**src/logic/synth_settings.svh**
```systemverilog
// Synth build constants

`ifndef SYNTH_SETTINGS_SVH
`define SYNTH_SETTINGS_SVH

// Signed audio sample, Q2.16
`define SYNTH_SAMPLE_W 18

// Half-period divider
`define SYNTH_DIV_W 32

// Clock cycles per output sample
`define SYNTH_SAMPLE_DIV 256

// Note number and data byte payload
`define SYNTH_NOTE_W 7

// Semitones per octave, size of the pitch base table
`define SYNTH_STEPS 12

`endif

```
**src/logic/synth_pkg.sv**
```systemverilog
// Synth shared types

`include "synth_settings.svh"

package synth_pkg;

    typedef enum logic [1:0] {
        none     = 2'd0,
        note_on  = 2'd1,
        note_off = 2'd2
    } msg_kind_e;

    typedef struct packed {
        msg_kind_e                kind;
        logic [`SYNTH_NOTE_W-1:0] note;
        logic [`SYNTH_NOTE_W-1:0] velocity;
    } midi_msg_t;

    typedef struct packed {
        msg_kind_e                kind;
        logic [`SYNTH_NOTE_W-1:0] velocity;
        logic [`SYNTH_DIV_W-1:0]  half_period;
    } note_event_t;

    typedef struct packed {
        logic signed [`SYNTH_SAMPLE_W-1:0] left;
        logic signed [`SYNTH_SAMPLE_W-1:0] right;
    } stereo_sample_t;

    // Half-period counts for notes 0 to 11, higher octaves shift right
    localparam logic [`SYNTH_DIV_W-1:0] pitch_base [`SYNTH_STEPS] = '{
        32'h005d_5084,
        32'h0058_13c2,
        32'h0053_2240,
        32'h004e_77c5,
        32'h004a_1054,
        32'h0045_e82b,
        32'h0041_fbbc,
        32'h003e_47ac,
        32'h003a_c8d3,
        32'h0037_7c32,
        32'h0034_5efa,
        32'h0031_6e80
    };

endpackage

```
**src/logic/midi_msg_parser.sv**
```systemverilog
// MIDI note message parser

`include "synth_settings.svh"

module midi_msg_parser (
    input  logic                  reset,
    input  logic                  clk,
    input  logic [7:0]            midi_byte,
    input  logic                  midi_byte_valid,
    input  logic [3:0]            channel,
    output logic                  msg_valid,
    output synth_pkg::midi_msg_t  msg
);

    // Running status, none when no note status is active
    synth_pkg::msg_kind_e     run_kind;
    logic [3:0]               run_chan;
    logic                     have_data0;
    logic [`SYNTH_NOTE_W-1:0] data0;

    logic status_byte;
    logic data_byte;
    logic complete;

    assign status_byte = midi_byte_valid && midi_byte[7];
    assign data_byte   = midi_byte_valid && !midi_byte[7];
    assign complete    = data_byte && run_kind != synth_pkg::none && have_data0;

    always_ff @(posedge reset or posedge clk) begin
        if (clk) begin
            run_kind   <= synth_pkg::none;
            run_chan   <= 4'd0;
            have_data0 <= 1'b0;
            msg_valid  <= 1'b0;
        end else begin
            msg_valid <= complete && run_chan == channel;
            if (status_byte) begin
                have_data0 <= 1'b0;
                run_chan   <= midi_byte[3:0];
                case (midi_byte[7:4])
                    4'h8:    run_kind <= synth_pkg::note_off;
                    4'h9:    run_kind <= synth_pkg::note_on;
                    default: run_kind <= synth_pkg::none;
                endcase
            end else if (data_byte && run_kind != synth_pkg::none) begin
                // Pairs of data bytes keep forming messages
                have_data0 <= !have_data0;
            end
        end
    end

    always_ff @(posedge reset) begin
        if (data_byte && !have_data0) begin
            data0 <= midi_byte[6:0];
        end
        if (complete) begin
            msg.note     <= data0;
            msg.velocity <= midi_byte[6:0];
            // Note-on with zero velocity acts as note-off
            if (run_kind == synth_pkg::note_on && midi_byte[6:0] == '0) begin
                msg.kind <= synth_pkg::note_off;
            end else begin
                msg.kind <= run_kind;
            end
        end
    end

endmodule

```
**src/logic/midi_synth_top.sv**
```systemverilog
// MIDI square-wave synth top

module midi_synth_top (
    input  logic                      reset,
    input  logic                      clk,
    input  logic [7:0]                midi_byte,
    input  logic                      midi_byte_valid,
    input  logic [3:0]                channel,
    output logic                      sample_valid,
    output synth_pkg::stereo_sample_t sample
);

    logic                   msg_valid;
    synth_pkg::midi_msg_t   msg;
    logic                   ev_valid;
    synth_pkg::note_event_t ev;
    logic                   sample_tick;

    midi_msg_parser parser_i (
        .reset           (reset),
        .clk             (clk),
        .midi_byte       (midi_byte),
        .midi_byte_valid (midi_byte_valid),
        .channel         (channel),
        .msg_valid       (msg_valid),
        .msg             (msg)
    );

    pitch_lookup pitch_i (
        .reset     (reset),
        .clk       (clk),
        .msg_valid (msg_valid),
        .msg       (msg),
        .ev_valid  (ev_valid),
        .ev        (ev)
    );

    sample_rate_gen rate_i (
        .reset       (reset),
        .clk         (clk),
        .sample_tick (sample_tick)
    );

    pulse_voice voice_i (
        .reset        (reset),
        .clk          (clk),
        .ev_valid     (ev_valid),
        .ev           (ev),
        .sample_tick  (sample_tick),
        .sample_valid (sample_valid),
        .sample       (sample)
    );

endmodule

```
**src/logic/pitch_lookup.sv**
```systemverilog
// Note to half-period divider

`include "synth_settings.svh"

module pitch_lookup (
    input  logic                   reset,
    input  logic                   clk,
    input  logic                   msg_valid,
    input  synth_pkg::midi_msg_t   msg,
    output logic                   ev_valid,
    output synth_pkg::note_event_t ev
);

    logic [3:0]               octave;
    logic [3:0]               step;
    logic [`SYNTH_DIV_W-1:0]  divider;

    // Divide by constant, note is only 7 bits
    assign octave  = 4'(msg.note / `SYNTH_NOTE_W'(`SYNTH_STEPS));
    assign step    = 4'(msg.note % `SYNTH_NOTE_W'(`SYNTH_STEPS));
    assign divider = synth_pkg::pitch_base[step] >> octave;

    always_ff @(posedge reset or posedge clk) begin
        if (clk) begin
            ev_valid <= 1'b0;
        end else begin
            ev_valid <= msg_valid;
        end
    end

    always_ff @(posedge reset) begin
        if (msg_valid) begin
            ev.kind        <= msg.kind;
            ev.velocity    <= msg.velocity;
            ev.half_period <= divider;
        end
    end

endmodule

```
**src/logic/pulse_voice.sv**
```systemverilog
// Square-wave voice with stereo sample output

`include "synth_settings.svh"

module pulse_voice (
    input  logic                      reset,
    input  logic                      clk,
    input  logic                      ev_valid,
    input  synth_pkg::note_event_t    ev,
    input  logic                      sample_tick,
    output logic                      sample_valid,
    output synth_pkg::stereo_sample_t sample
);

    logic [`SYNTH_DIV_W-1:0]           half_period;
    logic [`SYNTH_DIV_W-1:0]           div_cnt;
    logic signed [`SYNTH_SAMPLE_W-1:0] level;
    logic signed [`SYNTH_SAMPLE_W-1:0] on_level;
    logic                              half_done;

    // Velocity scaled into Q2.16, always positive
    assign on_level  = signed'(`SYNTH_SAMPLE_W'({ev.velocity, 9'b0}));
    assign half_done = div_cnt == half_period;

    always_ff @(posedge reset or posedge clk) begin
        if (clk) begin
            half_period <= '0;
            div_cnt     <= '0;
            level       <= '0;
        end else if (ev_valid && ev.kind == synth_pkg::note_on) begin
            // Restart phase even while a note sounds
            half_period <= ev.half_period;
            div_cnt     <= '0;
            level       <= on_level;
        end else if (ev_valid && ev.kind == synth_pkg::note_off) begin
            div_cnt <= '0;
            level   <= '0;
        end else if (half_done) begin
            div_cnt <= '0;
            level   <= -level;
        end else begin
            div_cnt <= div_cnt + 1'b1;
        end
    end

    // Both channels carry the same level
    always_ff @(posedge reset or posedge clk) begin
        if (clk) begin
            sample_valid <= 1'b0;
            sample       <= '0;
        end else if (sample_tick) begin
            sample_valid <= 1'b1;
            sample.left  <= level;
            sample.right <= level;
        end else begin
            sample_valid <= 1'b0;
            sample       <= '0;
        end
    end

endmodule

```
**src/logic/sample_rate_gen.sv**
```systemverilog
// Sample rate strobe

`include "synth_settings.svh"

module sample_rate_gen (
    input  logic reset,
    input  logic clk,
    output logic sample_tick
);

    localparam int CNT_W = $clog2(`SYNTH_SAMPLE_DIV);

    logic [CNT_W-1:0] cnt;

    always_ff @(posedge reset or posedge clk) begin
        if (clk) begin
            cnt         <= '0;
            sample_tick <= 1'b0;
        end else if (cnt == CNT_W'(`SYNTH_SAMPLE_DIV - 1)) begin
            cnt         <= '0;
            sample_tick <= 1'b1;
        end else begin
            cnt         <= cnt + 1'b1;
            sample_tick <= 1'b0;
        end
    end

endmodule

```
**config.mk**
```make
export PLATFORM = sky130hd
export DESIGN_NAME = midi_synth_top
export DESIGN_NICKNAME = d
export VERILOG_FILES = /design/src/logic/synth_pkg.sv /design/src/logic/midi_msg_parser.sv /design/src/logic/midi_synth_top.sv /design/src/logic/pitch_lookup.sv /design/src/logic/pulse_voice.sv /design/src/logic/sample_rate_gen.sv
export VERILOG_INCLUDE_DIRS = /design/src /design/src/logic
export SDC_FILE = /design/constraint.sdc
export NUM_CORES = 1
export LEC_CHECK = 0
export BUFFER_PORTS_ARGS = -buffer_cell sky130_fd_sc_hd__buf_4
export CORE_MARGIN = 2
export CORE_UTILIZATION = 50
export DETAILED_ROUTE_END_ITERATION = 8
export PLACE_DENSITY = 0.67
export SYNTH_ARGS = -nofsm -noshare
export SYNTH_HDL_FRONTEND = slang
export SYNTH_SLANG_ARGS = --single-unit
```
**constraint.sdc**
```tcl
create_clock -name reset -period 4 [get_ports reset]
set_clock_uncertainty 0.15 [all_clocks]
set_input_delay 0.2 -clock reset [delete_from_list [all_inputs] [get_ports reset]]
set_output_delay 0.2 -clock reset [all_outputs]
set_load 0.05 [all_outputs]
```
Word-level counts from Yosys, hierarchy flattened
Memory sizes are Yosys's and may differ from the RTL's.
Index checks and enable logic that the tools add are counted.

cells by class
  add/sub/neg operators = 3
  divide/modulo/power cells = 2
  $lt $le $gt $ge = 1
  eq/ne operators = 8
  shift operators = 1
  mux-type cells = 15
  bitwise operators = 1
  reduce and logical (&&, ||, !) cells = 15

operator list
  cell                     count
  $mux W32                 5
  $mux W18                 3
  $mux W36                 1
  $add A32 B1 Y32 const B  1
  $eq A32 B32 Y1           1
  $shr A32 B4 Y32          1
  $neg A18 Y18             1
  $logic_and A1 B1 Y1      9
  $add A8 B1 Y8 const B    1
  $eq A4 B4 Y1 const B     2
  $eq A8 B8 Y1 const B     1
  $mux W8                  1
  $div A7 B4 Y7 const B    1
  $logic_not A7 Y1         1
  $mod A7 B4 Y7 const B    1
  $ge A5 B5 Y1 const B     1
  $not A4 Y5               1
  $eq A2 B1 Y1 const B     2
  $eq A4 B4 Y1             1
  $mux W1                  4
  $pmux W2 S2              1
  $reduce_bool A2 Y1       2
  $reduce_bool A3 Y1       1
  $eq A2 B2 Y1 const B     1
  $logic_not A1 Y1         2

storage, ports and cells
  bits in registers = 201
  bits in read-only memories = 512
  bits of input ports = 15
  output and inout port bits = 37
  word-level logic and storage cells = 67
  memories kept = 1

memories
  name              depth  width  read ports  clocked after memory_dff  wr ports  RTL line            source
  (name not given)  16     32     1           0                         0         pitch_lookup.sv:21  assign divider = synth_pkg::pitch_base[step] >> octave;

Depth between registers and ports, before layout
  depth in word-level cells = 6
  depth in mapped cells = 13
  gate-level depth less buffers = 10

Cells and area by module
From an unflattened synthesis, not the netlist that was laid out.

unflattened totals
  cells, all modules = 1137
  area total of the unflattened synthesis = 10561.4 um2

modules (own cells, without submodules)
  module           instances  cells each  area an instance (um2)  seq. area each (um2)
  pulse_voice      1          507         4795.8                  2477.4
  pitch_lookup     1          540         4304.1                  985.9
  midi_msg_parser  1          58          1089.8                  890.9
  sample_rate_gen  1          32          371.6                   225.2

Worst setup path after synthesis
No wires, ideal clock.

  kind = reg2reg
  start point = reg, netlist name parser_i.msg[8]
  end point = reg, netlist name pitch_i.ev[12]
  library setup time = 264 ps
  arrival time = 2900 ps
  slack = 686 ps
  cell stages (with the launch flop) = 13
  path buffers = 2
  period minus slack after synthesis = 3314 ps
  cells stage by stage = edfxtp_1 clkbuf_1 inv_1 ha_1 clkbuf_1 o21bai_2 a22oi_1 a211o_1 o41a_1 and2_4 o21bai_1 a2111oi_1 o21ai_1

on the way
  longest elaborated chain between the ends = 6
  elaborated cells on any way between the ends = 7
  classes of those cells = div: 2; shift: 1; mux: 2; bitwise: 1; memory: 1

RTL lines
  item                                          RTL line            source
  $mod A7 B4 Y7                                 pitch_lookup.sv:20  assign step = 4'(msg.note % `SYNTH_NOTE_W'(`SYNTH_STEPS));
  $not A4 Y5 (not written as such)              pitch_lookup.sv:21
  $mem_v2 Z16 W32                               --
  $mux W32 (not written as such) (2 in series)  pitch_lookup.sv:21
  $shr A32 B4 Y32 (*)                           pitch_lookup.sv:21
  named net pitch_i.divider[12]                 pitch_lookup.sv:16  logic [`SYNTH_DIV_W-1:0] divider;

The timed path passes the listed nets; every way through them passes the cells marked *. The select of a mux whose other input is x is not followed.
A chain may end at the register's enable or synchronous reset.

Final worst setup path
  start point = reg, netlist name parser_i.msg[10]
  end point = reg, netlist name pitch_i.ev[10]

on the way
  longest elaborated chain between the ends = 6
  elaborated cells on any way between the ends = 7
  classes of those cells = div: 2; shift: 1; mux: 2; bitwise: 1; memory: 1

RTL lines
  item                                          RTL line
  $mod A7 B4 Y7                                 pitch_lookup.sv:20
  $not A4 Y5 (not written as such)              pitch_lookup.sv:21
  $mem_v2 Z16 W32                               --
  $mux W32 (not written as such) (2 in series)  pitch_lookup.sv:21
  $shr A32 B4 Y32 (*)                           pitch_lookup.sv:21
  named net pitch_i.divider[10]                 pitch_lookup.sv:16

Marks and branches as above.

==> impl_metrics.tcl <==
set metrics [dict create \
    arrival_ns 3.56 \
    place_hpwl_um 17900 \
    ys.flop_type "dfrtp_1" \
    die_h_um 144 \
    htree_num_levels 4 \
    wl_per_cell_um 18.7 \
    clock_sinks 163 \
    synthTopCellsByCount "108 x dfrtp_1, 93 x nor2_1, 68 x nand2_1" \
    cp-start-kind "register" \
    yosysMostFrequentCell "dfrtp_1" \
    avgSynthCellArea_um2 9.82 \
    drtAntennaViolNets 0 \
    grt_pass1_wl_um 39800 \
    utilization_pct 57.3 \
    p_per_area_nw_per_um2 376 \
    synth_top_area_share_pct 27.7 \
    finalCriticalPeriod_ns 3.57 \
    drive_above_1_share_pct 18.4 \
    synthSimpleGateAreaFrac_pct 18.7 \
    synth-edff-count 55 \
    gr-total-overflow 0 \
    ys_warn_count 0 \
    synth_compound_area_share_pct 17.8 \
    cap_violations 0 \
    drc 0 \
    p_leak_nw 4.78 \
    vias 7859 \
    finalCritPeriodShare_pct 89.3 \
    synth_area_um2 9760 \
    drt_iter0_drc 666 \
    cts_buffers 17 \
    antennaDiodeCount 0 \
    maxSlewHeadroom_pct 32.7 \
    hold_class "input port to register" \
    yosysTopAreaCell "dfrtp_1" \
    required_ns 3.99 \
    totalWireLength_um 24700 \
    cts_resized 0 \
    fillers 1676 \
    yosys.area_share.adder_pct 1.03 \
    peakVddDrop_uv 286 \
    clk_pin_slew_ns 0.07 \
    routed_via_density 5.96 \
    routabilityCongestion 0.957 \
    cts_buffer_depth 2 \
    synth_cell_types 87 \
    port_buffers 49 \
    fin_nets 1064 \
    yosysSeqAreaShare_pct 44.6 \
    cts_tree "yes" \
    clock-root-buffer "clkbuf_16" \
    die_w_um 144 \
    grt_start_max_net_pins 59 \
    grt_setup_unrepaired "no" \
    tightest_slew_ns 1.01 \
    worstPathMaxFanout 21 \
    grt_antenna_before_repair 0 \
    groute.usage.overall_pct 24.6 \
    async_flop_share_pct 66.3 \
    synth_cells 994 \
    synthToLayoutAreaGrowth_pct 13.5 \
    rows 51 \
    grt_pass1_vias 7496 \
    max_freq_mhz 280 \
    postCtsSetupBuffers 0 \
    criticalPathCategory "register to register" \
    ys_top_cells_by_area "dfrtp_1 28%, edfxtp_1 17%, xor2_1 4.5%" \
    first_pass_iters 5 \
    synth_xor_area_share_pct 7.09 \
    initial_utilization_pct 50.5 \
    tns_ns 0 \
    crit_path_end_kind "register" \
    hold_viol 0 \
    io_pins 52 \
    setup_viol 0 \
    synth_mux_area_share_pct 4.60 \
    clk_latency_ns 0.42 \
    synth_top_family_by_area "simple AND/OR/NAND/NOR gates" \
    core_um2 19300 \
    ys_ff_latch 163 \
    dieArea_um2 20600 \
    slew_violations 0 \
    totalPowerFinal_mw 4.16 \
    status "completed" \
]
flip-flops by register name (all words and copies together) (netlist names), 4 cells and up:
name                 flops
parser_i.data0           7
parser_i.run_chan        4
rate_i.cnt               8
voice_i.div_cnt         32
voice_i.sample          17
pitch_i.ev              32
parser_i.msg            16
voice_i.level           17
voice_i.half_period     23
layout by cell type, fill, tap and decap left out, types with 7 or more instances in the layout:
cell type / count
a211oi_1: 7
a21o_1: 9
a21oi_1: 53
a221oi_1: 11
a22oi_1: 10
a31oi_1: 14
and2_1: 26
and3_1: 10
buf_4: 101
clkbuf_16: 18
dfrtp_1: 108
dlygate4sd3_1: 12
edfxtp_1: 55
ha_1: 8
inv_1: 14
mux2_2: 31
mux2i_1: 10
nand2_1: 68
nand2b_1: 13
nand3_1: 28
nand4_1: 8
nor2_1: 93
nor2b_1: 18
nor3_1: 26
nor3b_1: 7
nor4_1: 9
o211ai_1: 8
o21ai_0: 45
o221ai_1: 11
o22ai_1: 14
o31ai_1: 8
or3_1: 11
xnor2_1: 24
xor2_1: 50
routing by layer:
layer / vias to the layer above / GRT usage (%) / share of wire (%)
li1: 3716 / - / -
met1: 3793 / 33.5 / 45
met2: 293 / 38.5 / 46
met3: 57 / 4.67 / 6.2
met4: 0 / 10.2 / 3.2
met5: - / 0 / 0
worst paths after layout:
| path | start | to | slack, ns | cells past startpoint |
|---|---|---|---|---|
| min in group asynchronous | clk | rate_i.cnt[2] | 0.30 | 3 |
| worst min register to register | parser_i.msg[1] | pitch_i.ev[33] | 0.27 | 0 |
| worst max register to register | parser_i.msg[10] | pitch_i.ev[10] | 0.43 | 9 |
| worst min-delay path | midi_byte_valid | parser_i.data0[4] | 0.19 | 2 |
| worst max-delay path | parser_i.msg[10] | pitch_i.ev[10] | 0.43 | 9 |
| max in group asynchronous | clk | voice_i.level[12] | 2.54 | 4 |
critical path: stages, from the launching register on:
cell      delay [ns]
edfxtp_1        0.84
buf_4           0.32
nand2b_1        0.12
o32ai_1         0.51
o31ai_1         0.23
o41a_1          0.19
and2_4          0.17
o21bai_1        0.16
mux2i_1         0.39
o221ai_1        0.19
stage by stage:
| stage | setup WS [ns] | hold WS, ns | instances | area [um^2] |
|---|---|---|---|---|
| after detailed placement | 0.529 | 0.210 | 1275 | 10300 |
| after floorplan | 0.686 | 0.139 | 995 | 9760 |
| final | 0.430 | 0.187 | 1319 | 11100 |
| after global routing | 0.321 | 0.204 | 1319 | 11100 |
| after CTS | 0.497 | 0.176 | 1319 | 11100 |
| after global placement | 0.567 | 0.219 | 1275 | 10300 |
cell type report:
cell class              instances  area, um^2  area share, %
well taps                     265         332           3.00
inverters                      15        58.8          0.531
repair buffers                114         898           8.11
flip-flops and latches        163        4350           39.3
multi-input cells             730        4830           43.6
clock inverters                12         134           1.21
clock buffers                  20         468           4.23
cell families after synthesis:
| family | Yosys count |
|---|---|
| adder cells (fa/ha/maj) | 8 |
| buffers and inverters | 102 |
| AND/OR/NAND/NOR | 353 |
| AO/OA/AOI/OAI | 250 |
| other | 1 |
| XOR/XNOR | 76 |
| multiplexers | 41 |
| flip-flops | 163 |
what timing repair did:
action | CTS | global route
endpoints found under the setup margin | 0 | 0
hold endpoints to repair | 77 | 0
hold buffers | 12 | 0
report_power, final:
group | switching, mW | internal (mW)
clock network | 0.706 | 0.933
logic | 0.371 | 0.230
registers | 0.112 | 1.81
No activity file was read; power rests on OpenSTA's default activity.
